<file path="src/source/ctrlPkg.sv">
`default_nettype none

package ctrlPkg;

    typedef enum logic [2:0] {
        aluAdd,
        aluSub,
        aluAnd,
        aluOr,
        aluSlt
    } aluCtrl;

    typedef enum logic [1:0] {
        resAlu,
        resMem,
        resPcPlus4,
        resImm
    } resultSrc;

    // pcAlu is the jalr target
    typedef enum logic [1:0] {
        pcNext,
        pcTarget,
        pcAlu
    } pcSrc;

    typedef enum logic [2:0] {
        brNone,
        brEq,
        brNe,
        brLt,
        brGe
    } branchKind;

    typedef enum logic [2:0] {
        immI,
        immS,
        immB,
        immU,
        immJ
    } immKind;

    typedef enum logic [1:0] {
        fwdReg,
        fwdWriteback,
        fwdMemory
    } forwardSel;

endpackage

`default_nettype wire

</file>
<file path="src/source/isaPkg.sv">
`default_nettype none

package isaPkg;

    typedef enum logic [6:0] {
        opLoad   = 7'b0000011,
        opImm    = 7'b0010011,
        opStore  = 7'b0100011,
        opReg    = 7'b0110011,
        opLui    = 7'b0110111,
        opBranch = 7'b1100011,
        opJalr   = 7'b1100111,
        opJal    = 7'b1101111
    } opcode;

    typedef struct packed {
        logic [6:0] funct7;
        logic [4:0] rs2;
        logic [4:0] rs1;
        logic [2:0] funct3;
        logic [4:0] rd;
        logic [6:0] op;
    } rType;

    typedef struct packed {
        logic [11:0] imm;
        logic [4:0]  rs1;
        logic [2:0]  funct3;
        logic [4:0]  rd;
        logic [6:0]  op;
    } iType;

    typedef struct packed {
        logic [6:0] immHi;
        logic [4:0] rs2;
        logic [4:0] rs1;
        logic [2:0] funct3;
        logic [4:0] immLo;
        logic [6:0] op;
    } sType;

    // branch offset bits are scattered across the word
    typedef struct packed {
        logic       imm12;
        logic [5:0] imm10to5;
        logic [4:0] rs2;
        logic [4:0] rs1;
        logic [2:0] funct3;
        logic [3:0] imm4to1;
        logic       imm11;
        logic [6:0] op;
    } bType;

    typedef struct packed {
        logic [19:0] imm;
        logic [4:0]  rd;
        logic [6:0]  op;
    } uType;

    typedef struct packed {
        logic       imm20;
        logic [9:0] imm10to1;
        logic       imm11;
        logic [7:0] imm19to12;
        logic [4:0] rd;
        logic [6:0] op;
    } jType;

    typedef union packed {
        rType r;
        iType i;
        sType s;
        bType b;
        uType u;
        jType j;
    } instrWord;

endpackage

`default_nettype wire

</file>
<file path="src/source/alu.sv">
`timescale 1ns/100ps
`default_nettype none

module alu (
    input  ctrlPkg::aluCtrl aluControl,
    input  logic [31:0]     a,
    input  logic [31:0]     b,
    output logic [31:0]     result,
    output logic            zero,
    output logic            neg
);

    always_comb begin
        case (aluControl)
            ctrlPkg::aluAdd: result = a + b;
            ctrlPkg::aluSub: result = a - b;
            ctrlPkg::aluAnd: result = a & b;
            ctrlPkg::aluOr:  result = a | b;
            ctrlPkg::aluSlt: result = {31'b0, $signed(a) < $signed(b)};
            default:         result = '0;
        endcase
    end

    // flags feed branch resolution
    assign zero = (result == 32'd0);
    assign neg  = result[31];

endmodule

`default_nettype wire

</file>
<file path="src/source/controller.sv">
`timescale 1ns/100ps
`default_nettype none

module controller (
    input  logic [6:0]         op,
    input  logic [2:0]         funct3,
    input  logic               funct7b5,
    output logic               regWriteD,
    output logic               memWriteD,
    output logic               aluSrcD,
    output logic               jumpD,
    output logic               jumpRegD,
    output ctrlPkg::resultSrc  resultSrcD,
    output ctrlPkg::aluCtrl    aluControlD,
    output ctrlPkg::branchKind branchD,
    output ctrlPkg::immKind    immSrcD
);

    function automatic ctrlPkg::aluCtrl decodeAlu(input logic [2:0] f3, input logic sub);
        case (f3)
            3'b010:  return ctrlPkg::aluSlt;
            3'b110:  return ctrlPkg::aluOr;
            3'b111:  return ctrlPkg::aluAnd;
            default: return sub ? ctrlPkg::aluSub : ctrlPkg::aluAdd;
        endcase
    endfunction

    always_comb begin
        regWriteD   = 1'b0;
        memWriteD   = 1'b0;
        aluSrcD     = 1'b0;
        jumpD       = 1'b0;
        jumpRegD    = 1'b0;
        resultSrcD  = ctrlPkg::resAlu;
        aluControlD = ctrlPkg::aluAdd;
        branchD     = ctrlPkg::brNone;
        immSrcD     = ctrlPkg::immI;
        case (op)
            isaPkg::opReg: begin
                regWriteD   = 1'b1;
                aluControlD = decodeAlu(funct3, funct7b5);
            end
            isaPkg::opImm: begin
                regWriteD   = 1'b1;
                aluSrcD     = 1'b1;
                // no subi, funct7 field is immediate here
                aluControlD = decodeAlu(funct3, 1'b0);
            end
            isaPkg::opLoad: begin
                regWriteD  = 1'b1;
                aluSrcD    = 1'b1;
                resultSrcD = ctrlPkg::resMem;
            end
            isaPkg::opStore: begin
                memWriteD = 1'b1;
                aluSrcD   = 1'b1;
                immSrcD   = ctrlPkg::immS;
            end
            isaPkg::opBranch: begin
                aluControlD = ctrlPkg::aluSub;
                immSrcD     = ctrlPkg::immB;
                case (funct3)
                    3'b000:  branchD = ctrlPkg::brEq;
                    3'b001:  branchD = ctrlPkg::brNe;
                    3'b100:  branchD = ctrlPkg::brLt;
                    3'b101:  branchD = ctrlPkg::brGe;
                    default: branchD = ctrlPkg::brNone;
                endcase
            end
            isaPkg::opJal: begin
                regWriteD  = 1'b1;
                jumpD      = 1'b1;
                resultSrcD = ctrlPkg::resPcPlus4;
                immSrcD    = ctrlPkg::immJ;
            end
            isaPkg::opJalr: begin
                regWriteD  = 1'b1;
                jumpD      = 1'b1;
                jumpRegD   = 1'b1;
                aluSrcD    = 1'b1;
                resultSrcD = ctrlPkg::resPcPlus4;
            end
            isaPkg::opLui: begin
                regWriteD  = 1'b1;
                resultSrcD = ctrlPkg::resImm;
                immSrcD    = ctrlPkg::immU;
            end
            default: ;
        endcase
    end

endmodule

`default_nettype wire

</file>
<file path="src/source/datapath.sv">
`timescale 1ns/100ps
`default_nettype none

module datapath #(
    parameter logic [31:0] resetAddress = 32'h0000_0000
) (
    input  logic               clk,
    input  logic               rst,
    input  logic               regWriteD,
    input  logic               memWriteD,
    input  logic               aluSrcD,
    input  logic               jumpD,
    input  logic               jumpRegD,
    input  ctrlPkg::resultSrc  resultSrcD,
    input  ctrlPkg::aluCtrl    aluControlD,
    input  ctrlPkg::branchKind branchD,
    input  ctrlPkg::immKind    immSrcD,
    output logic [6:0]         op,
    output logic [2:0]         funct3,
    output logic               funct7b5,
    output logic [31:0]        pc,
    input  logic [31:0]        instr,
    output logic [31:0]        dataAddr,
    output logic [31:0]        writeData,
    output logic               memWrite,
    input  logic [31:0]        readData
);

    logic               stallF, stallD, flushD, flushE;
    ctrlPkg::forwardSel forwardAE, forwardBE;
    ctrlPkg::pcSrc      pcSrcE;

    logic [31:0] pcF, pcPlus4F, pcNextF;

    isaPkg::instrWord instrD;
    logic [31:0]      pcD, pcPlus4D, rd1D, rd2D, immD;

    logic               regWriteE, memWriteE, jumpE, jumpRegE, aluSrcE, takenE;
    ctrlPkg::resultSrc  resultSrcE;
    ctrlPkg::aluCtrl    aluControlE;
    ctrlPkg::branchKind branchE;
    logic [4:0]         rs1E, rs2E, rdE;
    logic [31:0]        rd1E, rd2E, pcE, pcPlus4E, immE;
    logic [31:0]        srcAE, srcBE, writeDataE, aluResultE, pcTargetE;
    logic               zeroE, negE;

    logic              regWriteM, memWriteM;
    ctrlPkg::resultSrc resultSrcM;
    logic [4:0]        rdM;
    logic [31:0]       aluResultM, writeDataM, pcPlus4M, immM, fwdValueM;

    logic              regWriteW;
    ctrlPkg::resultSrc resultSrcW;
    logic [4:0]        rdW;
    logic [31:0]       aluResultW, readDataW, pcPlus4W, immW, resultW;

    // fetch
    assign pcPlus4F = pcF + 32'd4;
    assign pc       = pcF;

    always_comb begin
        case (pcSrcE)
            ctrlPkg::pcTarget: pcNextF = pcTargetE;
            ctrlPkg::pcAlu:    pcNextF = {aluResultE[31:1], 1'b0};
            default:           pcNextF = pcPlus4F;
        endcase
    end

    always_ff @(posedge clk) begin
        if (rst) begin
            pcF <= resetAddress;
        end else if (!stallF) begin
            pcF <= pcNextF;
        end
    end

    // decode, an all-zero word decodes as a bubble
    always_ff @(posedge clk) begin
        if (rst || flushD) begin
            instrD <= '0;
        end else if (!stallD) begin
            instrD <= instr;
        end
    end

    always_ff @(posedge clk) begin
        if (!stallD) begin
            pcD      <= pcF;
            pcPlus4D <= pcPlus4F;
        end
    end

    assign op       = instrD.r.op;
    assign funct3   = instrD.r.funct3;
    assign funct7b5 = instrD.r.funct7[5];

    registerFile regFile (
        .clk(clk), .regWrite(regWriteW),
        .readRegister1(instrD.r.rs1), .readRegister2(instrD.r.rs2),
        .writeRegister(rdW), .writeData(resultW),
        .readData1(rd1D), .readData2(rd2D)
    );

    immExtend extend (.instr(instrD), .immSrc(immSrcD), .imm(immD));

    // execute
    always_ff @(posedge clk) begin
        if (rst || flushE) begin
            regWriteE  <= 1'b0;
            memWriteE  <= 1'b0;
            jumpE      <= 1'b0;
            jumpRegE   <= 1'b0;
            branchE    <= ctrlPkg::brNone;
            resultSrcE <= ctrlPkg::resAlu;
        end else begin
            regWriteE  <= regWriteD;
            memWriteE  <= memWriteD;
            jumpE      <= jumpD;
            jumpRegE   <= jumpRegD;
            branchE    <= branchD;
            resultSrcE <= resultSrcD;
        end
    end

    always_ff @(posedge clk) begin
        aluControlE <= aluControlD;
        aluSrcE     <= aluSrcD;
        rs1E        <= instrD.r.rs1;
        rs2E        <= instrD.r.rs2;
        rdE         <= instrD.r.rd;
        rd1E        <= rd1D;
        rd2E        <= rd2D;
        pcE         <= pcD;
        pcPlus4E    <= pcPlus4D;
        immE        <= immD;
    end

    always_comb begin
        case (forwardAE)
            ctrlPkg::fwdMemory:    srcAE = fwdValueM;
            ctrlPkg::fwdWriteback: srcAE = resultW;
            default:               srcAE = rd1E;
        endcase
        case (forwardBE)
            ctrlPkg::fwdMemory:    writeDataE = fwdValueM;
            ctrlPkg::fwdWriteback: writeDataE = resultW;
            default:               writeDataE = rd2E;
        endcase
    end

    assign srcBE     = aluSrcE ? immE : writeDataE;
    assign pcTargetE = pcE + immE;

    alu mainAlu (
        .aluControl(aluControlE), .a(srcAE), .b(srcBE),
        .result(aluResultE), .zero(zeroE), .neg(negE)
    );

    // signed compare from the sign of a - b
    always_comb begin
        case (branchE)
            ctrlPkg::brEq: takenE = zeroE;
            ctrlPkg::brNe: takenE = !zeroE;
            ctrlPkg::brLt: takenE = negE;
            ctrlPkg::brGe: takenE = !negE;
            default:       takenE = 1'b0;
        endcase
    end

    always_comb begin
        if (jumpE) begin
            pcSrcE = jumpRegE ? ctrlPkg::pcAlu : ctrlPkg::pcTarget;
        end else begin
            pcSrcE = takenE ? ctrlPkg::pcTarget : ctrlPkg::pcNext;
        end
    end

    hazardUnit hazard (
        .rs1D(instrD.r.rs1), .rs2D(instrD.r.rs2),
        .rs1E(rs1E), .rs2E(rs2E), .rdE(rdE), .rdM(rdM), .rdW(rdW),
        .regWriteM(regWriteM), .regWriteW(regWriteW),
        .loadE(resultSrcE == ctrlPkg::resMem), .pcSrcE(pcSrcE),
        .forwardAE(forwardAE), .forwardBE(forwardBE),
        .stallF(stallF), .stallD(stallD), .flushD(flushD), .flushE(flushE)
    );

    // memory
    always_ff @(posedge clk) begin
        if (rst) begin
            regWriteM  <= 1'b0;
            memWriteM  <= 1'b0;
            resultSrcM <= ctrlPkg::resAlu;
        end else begin
            regWriteM  <= regWriteE;
            memWriteM  <= memWriteE;
            resultSrcM <= resultSrcE;
        end
    end

    always_ff @(posedge clk) begin
        rdM        <= rdE;
        aluResultM <= aluResultE;
        writeDataM <= writeDataE;
        pcPlus4M   <= pcPlus4E;
        immM       <= immE;
    end

    assign dataAddr  = aluResultM;
    assign writeData = writeDataM;
    assign memWrite  = memWriteM;

    // lui and link values bypass the ALU result
    always_comb begin
        case (resultSrcM)
            ctrlPkg::resImm:     fwdValueM = immM;
            ctrlPkg::resPcPlus4: fwdValueM = pcPlus4M;
            default:             fwdValueM = aluResultM;
        endcase
    end

    // writeback
    always_ff @(posedge clk) begin
        if (rst) begin
            regWriteW  <= 1'b0;
            resultSrcW <= ctrlPkg::resAlu;
        end else begin
            regWriteW  <= regWriteM;
            resultSrcW <= resultSrcM;
        end
    end

    always_ff @(posedge clk) begin
        rdW        <= rdM;
        aluResultW <= aluResultM;
        readDataW  <= readData;
        pcPlus4W   <= pcPlus4M;
        immW       <= immM;
    end

    always_comb begin
        case (resultSrcW)
            ctrlPkg::resMem:     resultW = readDataW;
            ctrlPkg::resPcPlus4: resultW = pcPlus4W;
            ctrlPkg::resImm:     resultW = immW;
            default:             resultW = aluResultW;
        endcase
    end

    pcAligned: assert property (@(posedge clk) disable iff (rst) pc[1:0] == 2'b00);

endmodule

`default_nettype wire

</file>
<file path="src/source/hazardUnit.sv">
`timescale 1ns/100ps
`default_nettype none

module hazardUnit (
    input  logic [4:0]         rs1D,
    input  logic [4:0]         rs2D,
    input  logic [4:0]         rs1E,
    input  logic [4:0]         rs2E,
    input  logic [4:0]         rdE,
    input  logic [4:0]         rdM,
    input  logic [4:0]         rdW,
    input  logic               regWriteM,
    input  logic               regWriteW,
    input  logic               loadE,
    input  ctrlPkg::pcSrc      pcSrcE,
    output ctrlPkg::forwardSel forwardAE,
    output ctrlPkg::forwardSel forwardBE,
    output logic               stallF,
    output logic               stallD,
    output logic               flushD,
    output logic               flushE
);

    logic loadStall;
    logic redirect;

    function automatic ctrlPkg::forwardSel pickSource(input logic [4:0] rs);
        if (rs != 5'd0 && regWriteM && rs == rdM) begin
            return ctrlPkg::fwdMemory;
        end
        if (rs != 5'd0 && regWriteW && rs == rdW) begin
            return ctrlPkg::fwdWriteback;
        end
        return ctrlPkg::fwdReg;
    endfunction

    assign forwardAE = pickSource(rs1E);
    assign forwardBE = pickSource(rs2E);

    // loaded word is not ready until writeback
    assign loadStall = loadE && rdE != 5'd0 && (rdE == rs1D || rdE == rs2D);
    assign redirect  = (pcSrcE != ctrlPkg::pcNext);

    assign stallF = loadStall;
    assign stallD = loadStall;
    assign flushD = redirect;
    assign flushE = redirect || loadStall;

    always_comb begin
        if (stallD) begin
            stallFlushExclusive: assert final (!flushD);
        end
        if (!regWriteM) begin
            noStaleMemForward: assert final (forwardAE != ctrlPkg::fwdMemory &&
                                             forwardBE != ctrlPkg::fwdMemory);
        end
    end

endmodule

`default_nettype wire

</file>
<file path="src/source/immExtend.sv">
`timescale 1ns/100ps
`default_nettype none

module immExtend (
    input  isaPkg::instrWord instr,
    input  ctrlPkg::immKind  immSrc,
    output logic [31:0]      imm
);

    always_comb begin
        case (immSrc)
            ctrlPkg::immI: imm = {{20{instr.i.imm[11]}}, instr.i.imm};
            ctrlPkg::immS: imm = {{20{instr.s.immHi[6]}}, instr.s.immHi, instr.s.immLo};
            ctrlPkg::immB: begin
                imm = {{19{instr.b.imm12}}, instr.b.imm12, instr.b.imm11,
                       instr.b.imm10to5, instr.b.imm4to1, 1'b0};
            end
            ctrlPkg::immU: imm = {instr.u.imm, 12'b0};
            ctrlPkg::immJ: begin
                imm = {{11{instr.j.imm20}}, instr.j.imm20, instr.j.imm19to12,
                       instr.j.imm11, instr.j.imm10to1, 1'b0};
            end
            default: imm = '0;
        endcase
    end

endmodule

`default_nettype wire

</file>
<file path="src/source/registerFile.sv">
`timescale 1ns/100ps
`default_nettype none

module registerFile (
    input  logic        clk,
    input  logic        regWrite,
    input  logic [4:0]  readRegister1,
    input  logic [4:0]  readRegister2,
    input  logic [4:0]  writeRegister,
    input  logic [31:0] writeData,
    output logic [31:0] readData1,
    output logic [31:0] readData2
);

    logic [31:0] regs [32];

    always_ff @(posedge clk) begin
        if (regWrite && writeRegister != 5'd0) begin
            regs[writeRegister] <= writeData;
        end
    end

    // write-before-read bypass
    always_comb begin
        if (readRegister1 == 5'd0) begin
            readData1 = '0;
        end else if (regWrite && readRegister1 == writeRegister) begin
            readData1 = writeData;
        end else begin
            readData1 = regs[readRegister1];
        end
    end

    always_comb begin
        if (readRegister2 == 5'd0) begin
            readData2 = '0;
        end else if (regWrite && readRegister2 == writeRegister) begin
            readData2 = writeData;
        end else begin
            readData2 = regs[readRegister2];
        end
    end

endmodule

`default_nettype wire

</file>
<file path="src/source/riscvCore.sv">
`timescale 1ns/100ps
`default_nettype none

module riscvCore #(
    parameter logic [31:0] resetAddress = 32'h0000_0000
) (
    input  logic        clk,
    input  logic        rst,
    output logic [31:0] pc,
    input  logic [31:0] instr,
    output logic [31:0] dataAddr,
    output logic [31:0] writeData,
    output logic        memWrite,
    input  logic [31:0] readData
);

    logic [6:0]         op;
    logic [2:0]         funct3;
    logic               funct7b5;
    logic               regWriteD, memWriteD, aluSrcD, jumpD, jumpRegD;
    ctrlPkg::resultSrc  resultSrcD;
    ctrlPkg::aluCtrl    aluControlD;
    ctrlPkg::branchKind branchD;
    ctrlPkg::immKind    immSrcD;

    controller ctrl (
        .op(op), .funct3(funct3), .funct7b5(funct7b5),
        .regWriteD(regWriteD), .memWriteD(memWriteD), .aluSrcD(aluSrcD),
        .jumpD(jumpD), .jumpRegD(jumpRegD), .resultSrcD(resultSrcD),
        .aluControlD(aluControlD), .branchD(branchD), .immSrcD(immSrcD)
    );

    datapath #(.resetAddress(resetAddress)) path (
        .clk(clk), .rst(rst),
        .regWriteD(regWriteD), .memWriteD(memWriteD), .aluSrcD(aluSrcD),
        .jumpD(jumpD), .jumpRegD(jumpRegD), .resultSrcD(resultSrcD),
        .aluControlD(aluControlD), .branchD(branchD), .immSrcD(immSrcD),
        .op(op), .funct3(funct3), .funct7b5(funct7b5),
        .pc(pc), .instr(instr),
        .dataAddr(dataAddr), .writeData(writeData), .memWrite(memWrite),
        .readData(readData)
    );

endmodule

`default_nettype wire
</file>
<file path="config.mk">
export PLATFORM = sky130hd
export DESIGN_NAME = riscvCore
export DESIGN_NICKNAME = d
export VERILOG_FILES = /design/src/source/ctrlPkg.sv /design/src/source/isaPkg.sv /design/src/source/alu.sv /design/src/source/controller.sv /design/src/source/datapath.sv /design/src/source/hazardUnit.sv /design/src/source/immExtend.sv /design/src/source/registerFile.sv /design/src/source/riscvCore.sv
export SDC_FILE = /design/constraint.sdc
export NUM_CORES = 2
export LEC_CHECK = 0
export BUFFER_PORTS_ARGS = -buffer_cell sky130_fd_sc_hd__buf_2
export CORE_ASPECT_RATIO = 1.1
export CORE_MARGIN = 2
export CORE_UTILIZATION = 63
export CTS_CLUSTER_SIZE = 20
export DETAILED_ROUTE_END_ITERATION = 16
export MAX_ROUTING_LAYER = met4
export PLACE_DENSITY = 0.9
export RECOVER_POWER = 100
export SLEW_MARGIN = 5
export SYNTH_ARGS = -nofsm -noshare
export SYNTH_HDL_FRONTEND = slang
export SYNTH_SLANG_ARGS = --single-unit
</file>
<file path="constraint.sdc">
create_clock -name clk -period 8 [get_ports clk]
set_input_delay 0.8 -clock clk [delete_from_list [all_inputs] [get_ports clk]]
set_output_delay 0.8 -clock clk [all_outputs]
set_load 0.1 [all_outputs]
</file>
# == After elaboration in Yosys (flattened, before gate mapping) ==
# Memories as Yosys holds them, arrays and structs flattened. A register that Yosys moved wholly into a read port is not among the register bits.
# Index checks and enable logic that the tools add are counted.
# Widths: inputs -> output; s select.
# totals
mem_bits_rw,1024
register_bits,525
mem_count,1
# op_classes
bitwise,3
reduce_logical,32
mux,40
n_addsub,4
order_cmp,1
n_eq_ne,44
# mem_list
name,words,word_bits,rd,rd_clocked_by_memory_dff,wr,line_no,text
path.regFile.regs,32,32,2,2,1,registerFile.sv:15,logic [31:0] regs [32];
# op_table
op,count
$pmux 32 s5,2
$pmux 32 s2,4
$pmux 32 s3,1
$add 32x32->32,2
$add 32x3->32 const B,1
$and 32x32->32,1
$logic_not 32->1,1
$lt 32x32->1,1
$mux 32,1
$or 32x32->32,1
$sub 32x32->32,1
$eq 5x5->1,6
$pmux 3 s3,3
$pmux 3 s4,2
$eq 3x2->1 const B,7
$eq 3x3->1 const B,7
$eq 7x6->1 const B,3
$eq 7x7->1 const B,3
$mux 2,10
$reduce_bool 5->1,4
$mux 1,15
$eq 2x2->1 const B,7
$eq 3x1->1 const B,4
$logic_and 1x1->1,11
14 further kinds,26

# == Logic depth before layout (Yosys ltp) ==
# logic_depth
depth_word,21
ltp_mapped,27
mapped_depth_nobuf,23

# == Cells and area by module ==
# From an unflattened synthesis, not the netlist that was laid out.
# unflattened
cells_unflattened,5134
hier_area_um2,73651.9
# modules_own_cells
mod,cells_per_inst,instances,seq_area_each_um2,area_each_um2
registerFile,2520,1,30749.5,47869.7
datapath,1614,1,12331.8,19296.0
alu,805,1,0.0,5236.3
immExtend,94,1,0.0,540.5
hazardUnit,55,1,0.0,452.9
controller,46,1,0.0,256.5

# == Least setup slack after synthesis ==
# No wires, ideal clock.
# synth_timing
path_kind,register to register
start,register path.rdW[0]
end,"register path.pcF[29], in the netlist path.pc[29]"
required_time_ps,7768
setup_ps,232
period_less_slack_ps,6604
arrival_time_ps,6372
stages_incl_launch_ff,28
setup_slack_ps,1396
path_cell_list,dfxtp_1 -> clkbuf_1 -> xnor2_1 -> nand4_1 -> nor4_1 -> clkbuf_1 -> clkbuf_1 -> a211oi_1 -> a21oi_1 -> mux2_2 -> ha_1 -> fa_1 -> nor2_1 -> a211oi_1 -> a21oi_1 -> nor2_1 -> or3_1 -> or3_1 -> or4_1 -> or4b_1 -> nor4_1 -> and3_1 -> a31oi_1 -> nor3_2 -> buf_6 -> buf_4 -> mux2i_1 -> a21oi_1
# synth_via
elab_chain_len,18
# synth_lines
element,line_no,text
start: declaration,datapath.sv:54,logic [4:0] rdW;
start signal: assignment,datapath.sv:233,rdW <= rdM;
$eq 5x5->1 *,hazardUnit.sv:31,if (rs != 5'd0 && regWriteW && rs == rdW) begin
$logic_and 1x1->1 *,hazardUnit.sv:31,
$mux 1 (2 in series),hazardUnit.sv:31,
$mux 2 *,hazardUnit.sv:34,return ctrlPkg::fwdReg;
$mux 2 *,hazardUnit.sv:31,
$eq 2x1->1 / $eq 2x2->1 (equally long branches),datapath.sv:144,case (forwardBE)
$pmux 32 s2 *,datapath.sv:144,
net path.writeDataE[0],datapath.sv:44,"logic [31:0] srcAE, srcBE, writeDataE, aluResultE, pcTargetE;"
[... 3 more ...],n/a,
net path.aluResultE[1],datapath.sv:44,
$logic_not 32->1 *,alu.sv:25,assign zero = (result == 32'd0);
$logic_not 1->1,datapath.sv:163,ctrlPkg::brNe: takenE = !zeroE;
$pmux 1 s4 *,datapath.sv:161,case (branchE)
$mux 1 *,datapath.sv:174,pcSrcE = takenE ? ctrlPkg::pcTarget : ctrlPkg::pcNext;
$mux 2 *,datapath.sv:171,if (jumpE) begin
$eq 2x2->1 / $eq 2x1->1 (equally long branches),datapath.sv:62,case (pcSrcE)
$pmux 32 s2 *,datapath.sv:62,
end signal: assignment,datapath.sv:71,pcF <= resetAddress;
end signal: assignment,datapath.sv:73,pcF <= pcNextF;
end: declaration,datapath.sv:33,"logic [31:0] pcF, pcPlus4F, pcNextF;"
# The timed path passes the listed nets; every way through them passes the cells marked *. The select of a mux whose other input is x is not followed.
# A chain may end at the register's enable or synchronous reset.

# == Worst setup path in the final report ==
# layout_timing
start,register path.instrD[23] in the netlist's numbering
end,"register path.rd2E[21], read port of path.regFile.regs"
# layout_via
elab_chain_len,1
# layout_lines
element,line_no,text
start: declaration,datapath.sv:35,isaPkg::instrWord instrD;
start signal: assignment,datapath.sv:82,instrD <= instr;
$logic_not 5->1,registerFile.sv:35,if (readRegister2 == 5'd0) begin
end: declaration,datapath.sv:43,"logic [31:0] rd1E, rd2E, pcE, pcPlus4E, immE;"
# Parallel ways exist; a longest one is shown, timed or not.

==> results.json <==
{
  "ys.flop_type": "edfxtp_1",
  "grt_pass1_wl_um": 380700,
  "end_kind": "flop",
  "dpl-instance-area_mm2": 0.07658,
  "drtAntennaViolNets": 0,
  "portBuffers": 162,
  "cts-root-buf": "clkbuf_16",
  "fin_hold_ws_ns": 0.04943,
  "clkLatencyLatePin_ns": 0.85,
  "grt_antenna_before_repair": 23,
  "fillCellCount": 7257,
  "yosysWarnings": 0,
  "finalHoldViolCount": 0,
  "period_needed_ns": 8.369,
  "dr.pass1.iters": 9,
  "synth_cell_types": 86,
  "cellPowerDensity_mw_per_mm2": 285.8,
  "vias": 52430,
  "synth-edff-count": 1086,
  "hold_path_startpoint": "readData[25]",
  "syn2layout_area_growth_pct": 10.75,
  "ys_ff_latch": 1609,
  "r2r_slack_ns": -0.37,
  "synth_top_area_cell": "edfxtp_1",
  "post-route-cell-area_mm2": 0.08131,
  "fp.dieH_um": 362.0,
  "ios": 163,
  "syn_area_per_cell_um2": 14.87,
  "violations": "max-capacitance violations, max-slew violations, negative setup slack",
  "peakVddDrop_uv": 514.4,
  "drt_wl_total_um": 268600,
  "drc_errors": 0,
  "slew_headroom_pct": -177.0,
  "largest_reg_flops": 1024,
  "coreArea_mm2": 0.1157,
  "p_sw_uw": 7720,
  "post-place-ws_ns": 0.2692,
  "hold_depth": 1,
  "yosysSeqAreaShare_pct": 58.68,
  "cts_tree": "done",
  "rsz0062_at_grt": "false",
  "max_freq_ghz": 0.1195,
  "cts-buffers-inserted": 156,
  "hold_path_end": "path.readDataW[25]",
  "clkPwrFrac_pct": 33.1,
  "die_w_um": 329.5,
  "syn_inst": 4936,
  "grt_overflow": 0,
  "dp_hpwl_um": 163100,
  "tightest_slew_ns": 4.155,
  "grt_usage_pct": 46.79,
  "grt_max_degree": 109,
  "final_layout_size_suffix_gt1_share_pct": 20.12,
  "arrival_ns": 9.06,
  "drt_first_iter_violations": 9023,
  "fin_ws_ns": -0.3691,
  "finalSetupViolCount": 11,
  "clockBufferDepth": 3,
  "r2r-start": "path.instrD[23]",
  "critPathRequiredTime_ns": 8.69,
  "crit_fanout": 31,
  "start_kind": "flop",
  "intPower_uw": 15520,
  "fin_worst_skew_ns": 0.05409,
  "fin_crit_sh_pct": 104.6,
  "p_comb_share_pct": 22.0,
  "reg2reg_depth": 8,
  "leakagePower_uw": 0.02773,
  "wl_per_cell_um": 39.61,
  "post-route-util_pct": 70.26,
  "max_cap_violations": 62,
  "synth_area_mm2": 0.07342,
  "rr_endpoint": "path.rd2E[21]",
  "outcome": "finished with violations",
  "top_register": "path.regFile.regs",
  "seq_power_share_pct": 44.9,
  "htreeDepth": 4,
  "synth_top_area_share_pct": 44.42,
  "hold_class": "in -> reg",
  "tns_ns": -1.882,
  "drv_slew": 1439,
  "nets": 5299,
  "cts.sinks": 1609,
  "path_clk_slew_ns": 0.07,
  "switching_share_pct": 33.22,
  "async_flop_share_pct": 0,
  "first_global_vias": 52290,
  "synth_area_leaders": "edfxtp_1 44%, mux4_2 17%, dfxtp_1 14%, mux2i_1 4.8%, ha_1 2.2%",
  "initial_core_util_pct": 63.44,
  "path_class": "reg -> reg",
  "num_rows": 131,
  "die_area_mm2": 0.1193,
  "via_per_inst": 7.732,
  "place_congestion": 1.043
}
-- cells by family after synthesis --
group	after synthesis	share of synthesized area, %
DFF	1609	58.68
muxes	950	22.28
and+or+nand+nor	867	5.672
AOI/OAI and AO/OA	802	7.318
buffers and inverters	469	2.500
adders and majority gates	131	2.263
xor gates and xnor gates	107	1.276
other	1	0.005108
-- Yosys cell counts, types with 13 or more instances --
master and n:
o21bai_1 13, ha_1 128, nand3_1 70, mux4_2 542
xor2_1 48, buf_2 21, buf_1 84, a21o_1 43
a221oi_1 43, o21ai_0 136, inv_1 120, clkbuf_1 233
or3_1 20, mux2_2 56, nor4_1 18, edfxtp_1 1086
and3_1 26, a21oi_1 192, o31ai_1 16, o221ai_1 23
nand2_1 193, mux2i_1 352, nand2b_1 41, nor3_1 55
a211oi_1 109, dfxtp_1 523, nor2_1 288, nor2b_1 62
nand4_1 26, a31oi_1 21, o22ai_1 56, o211ai_1 35
xnor2_1 59
-- worst max-delay path, stage by stage (launching register included) --
cell,delay [ns]
dfxtp_1,1.80
clkbuf_1,1.88
or3_1,1.51
clkbuf_1,1.41
o221ai_1,0.40
a221oi_1,0.56
a211oi_1,0.31
a21oi_1,0.23
nor2_1,0.06
-- how the worst max path moves through the flow --
| stage | startpoint | end |
|---|---|---|
| floorplan | path.rdW[0] | path.pc[29] |
| global placement | path.resultSrcW[0] | path.pc[31] |
| detailed placement | path.resultSrcW[0] | path.pc[15] |
| CTS | path.resultSrcW[0] | path.pc[16] |
| global route | path.resultSrcW[0] | path.pc[31] |
| finish | path.instrD[23] | path.rd2E[21] |
-- layout by cell type, fill, tap and decap left out, types with 29 or more instances in the layout --
| cell | count |
|---|---|
| nor2b_1 | 60 |
| nand2b_1 | 41 |
| clkinv_2 | 29 |
| buf_2 | 59 |
| edfxtp_1 | 1086 |
| o21ai_0 | 135 |
| a221oi_1 | 44 |
| clkbuf_1 | 184 |
| a21o_1 | 43 |
| o22ai_1 | 56 |
| a211oi_1 | 110 |
| xor2_1 | 48 |
| nor2_1 | 283 |
| inv_1 | 121 |
| nand3_1 | 70 |
| clkbuf_16 | 161 |
| mux2_2 | 56 |
| mux4_2 | 542 |
| xnor2_1 | 59 |
| a21oi_1 | 193 |
| dfxtp_1 | 513 |
| ha_1 | 128 |
| conb_1 | 32 |
| mux2i_1 | 352 |
| nand2_1 | 191 |
| buf_4 | 91 |
| nor3_1 | 53 |
| o211ai_1 | 36 |
-- area by class of cell --
class / count / area [µm²] / area share, %
Timing Repair Buffer: 325 / 1817 / 2.234
Multi-Input combinational cell: 2889 / 28690 / 35.29
Inverter: 121 / 454.2 / 0.5586
Sequential cell: 1609 / 43110 / 53.02
Clock inverter: 96 / 1057 / 1.300
Tap cell: 1529 / 1913 / 2.353
Clock buffer: 194 / 4223 / 5.194
Antenna cell: 18 / 45.04 / 0.05540
-- per-layer routing --
layer / vias to the layer above / part of all wire [%] / GRT usage (%)
met5: - / 0 / -
met4: 0 / 9.2 / 33.27
met3: 1636 / 14 / 16.39
met2: 5471 / 45 / 67.98
met1: 25480 / 32 / 54.32
li1: 19850 / - / -
-- what timing repair did --
action / 4_1_cts / 5_1_grt
buffers inserted: 0 / 0
setup endpoints to repair: 0 / 53
gates resized for setup: 0 / 5
hold endpoints to repair: 0 / 0
hold buffers: 0 / 0
-- power by group through the flow --
stage	clock [µW]	combinational (µW)	sequential, µW
after CTS	7670	4940	10400
after floorplan	0	2330	11100
final	7680	5120	10400
after detailed placement	0	4870	10500
after global placement	0	4780	10500
after global routing	7970	5230	10400
-- stage by stage --
stage / total power (µW) / instances
after floorplan: 13450 / 4967
after global placement: 15300 / 6473
after detailed placement: 15410 / 6473
after CTS: 22990 / 6763
after global routing: 23620 / 6780
final: 23240 / 6781
Power figures use the tool's default switching activity.
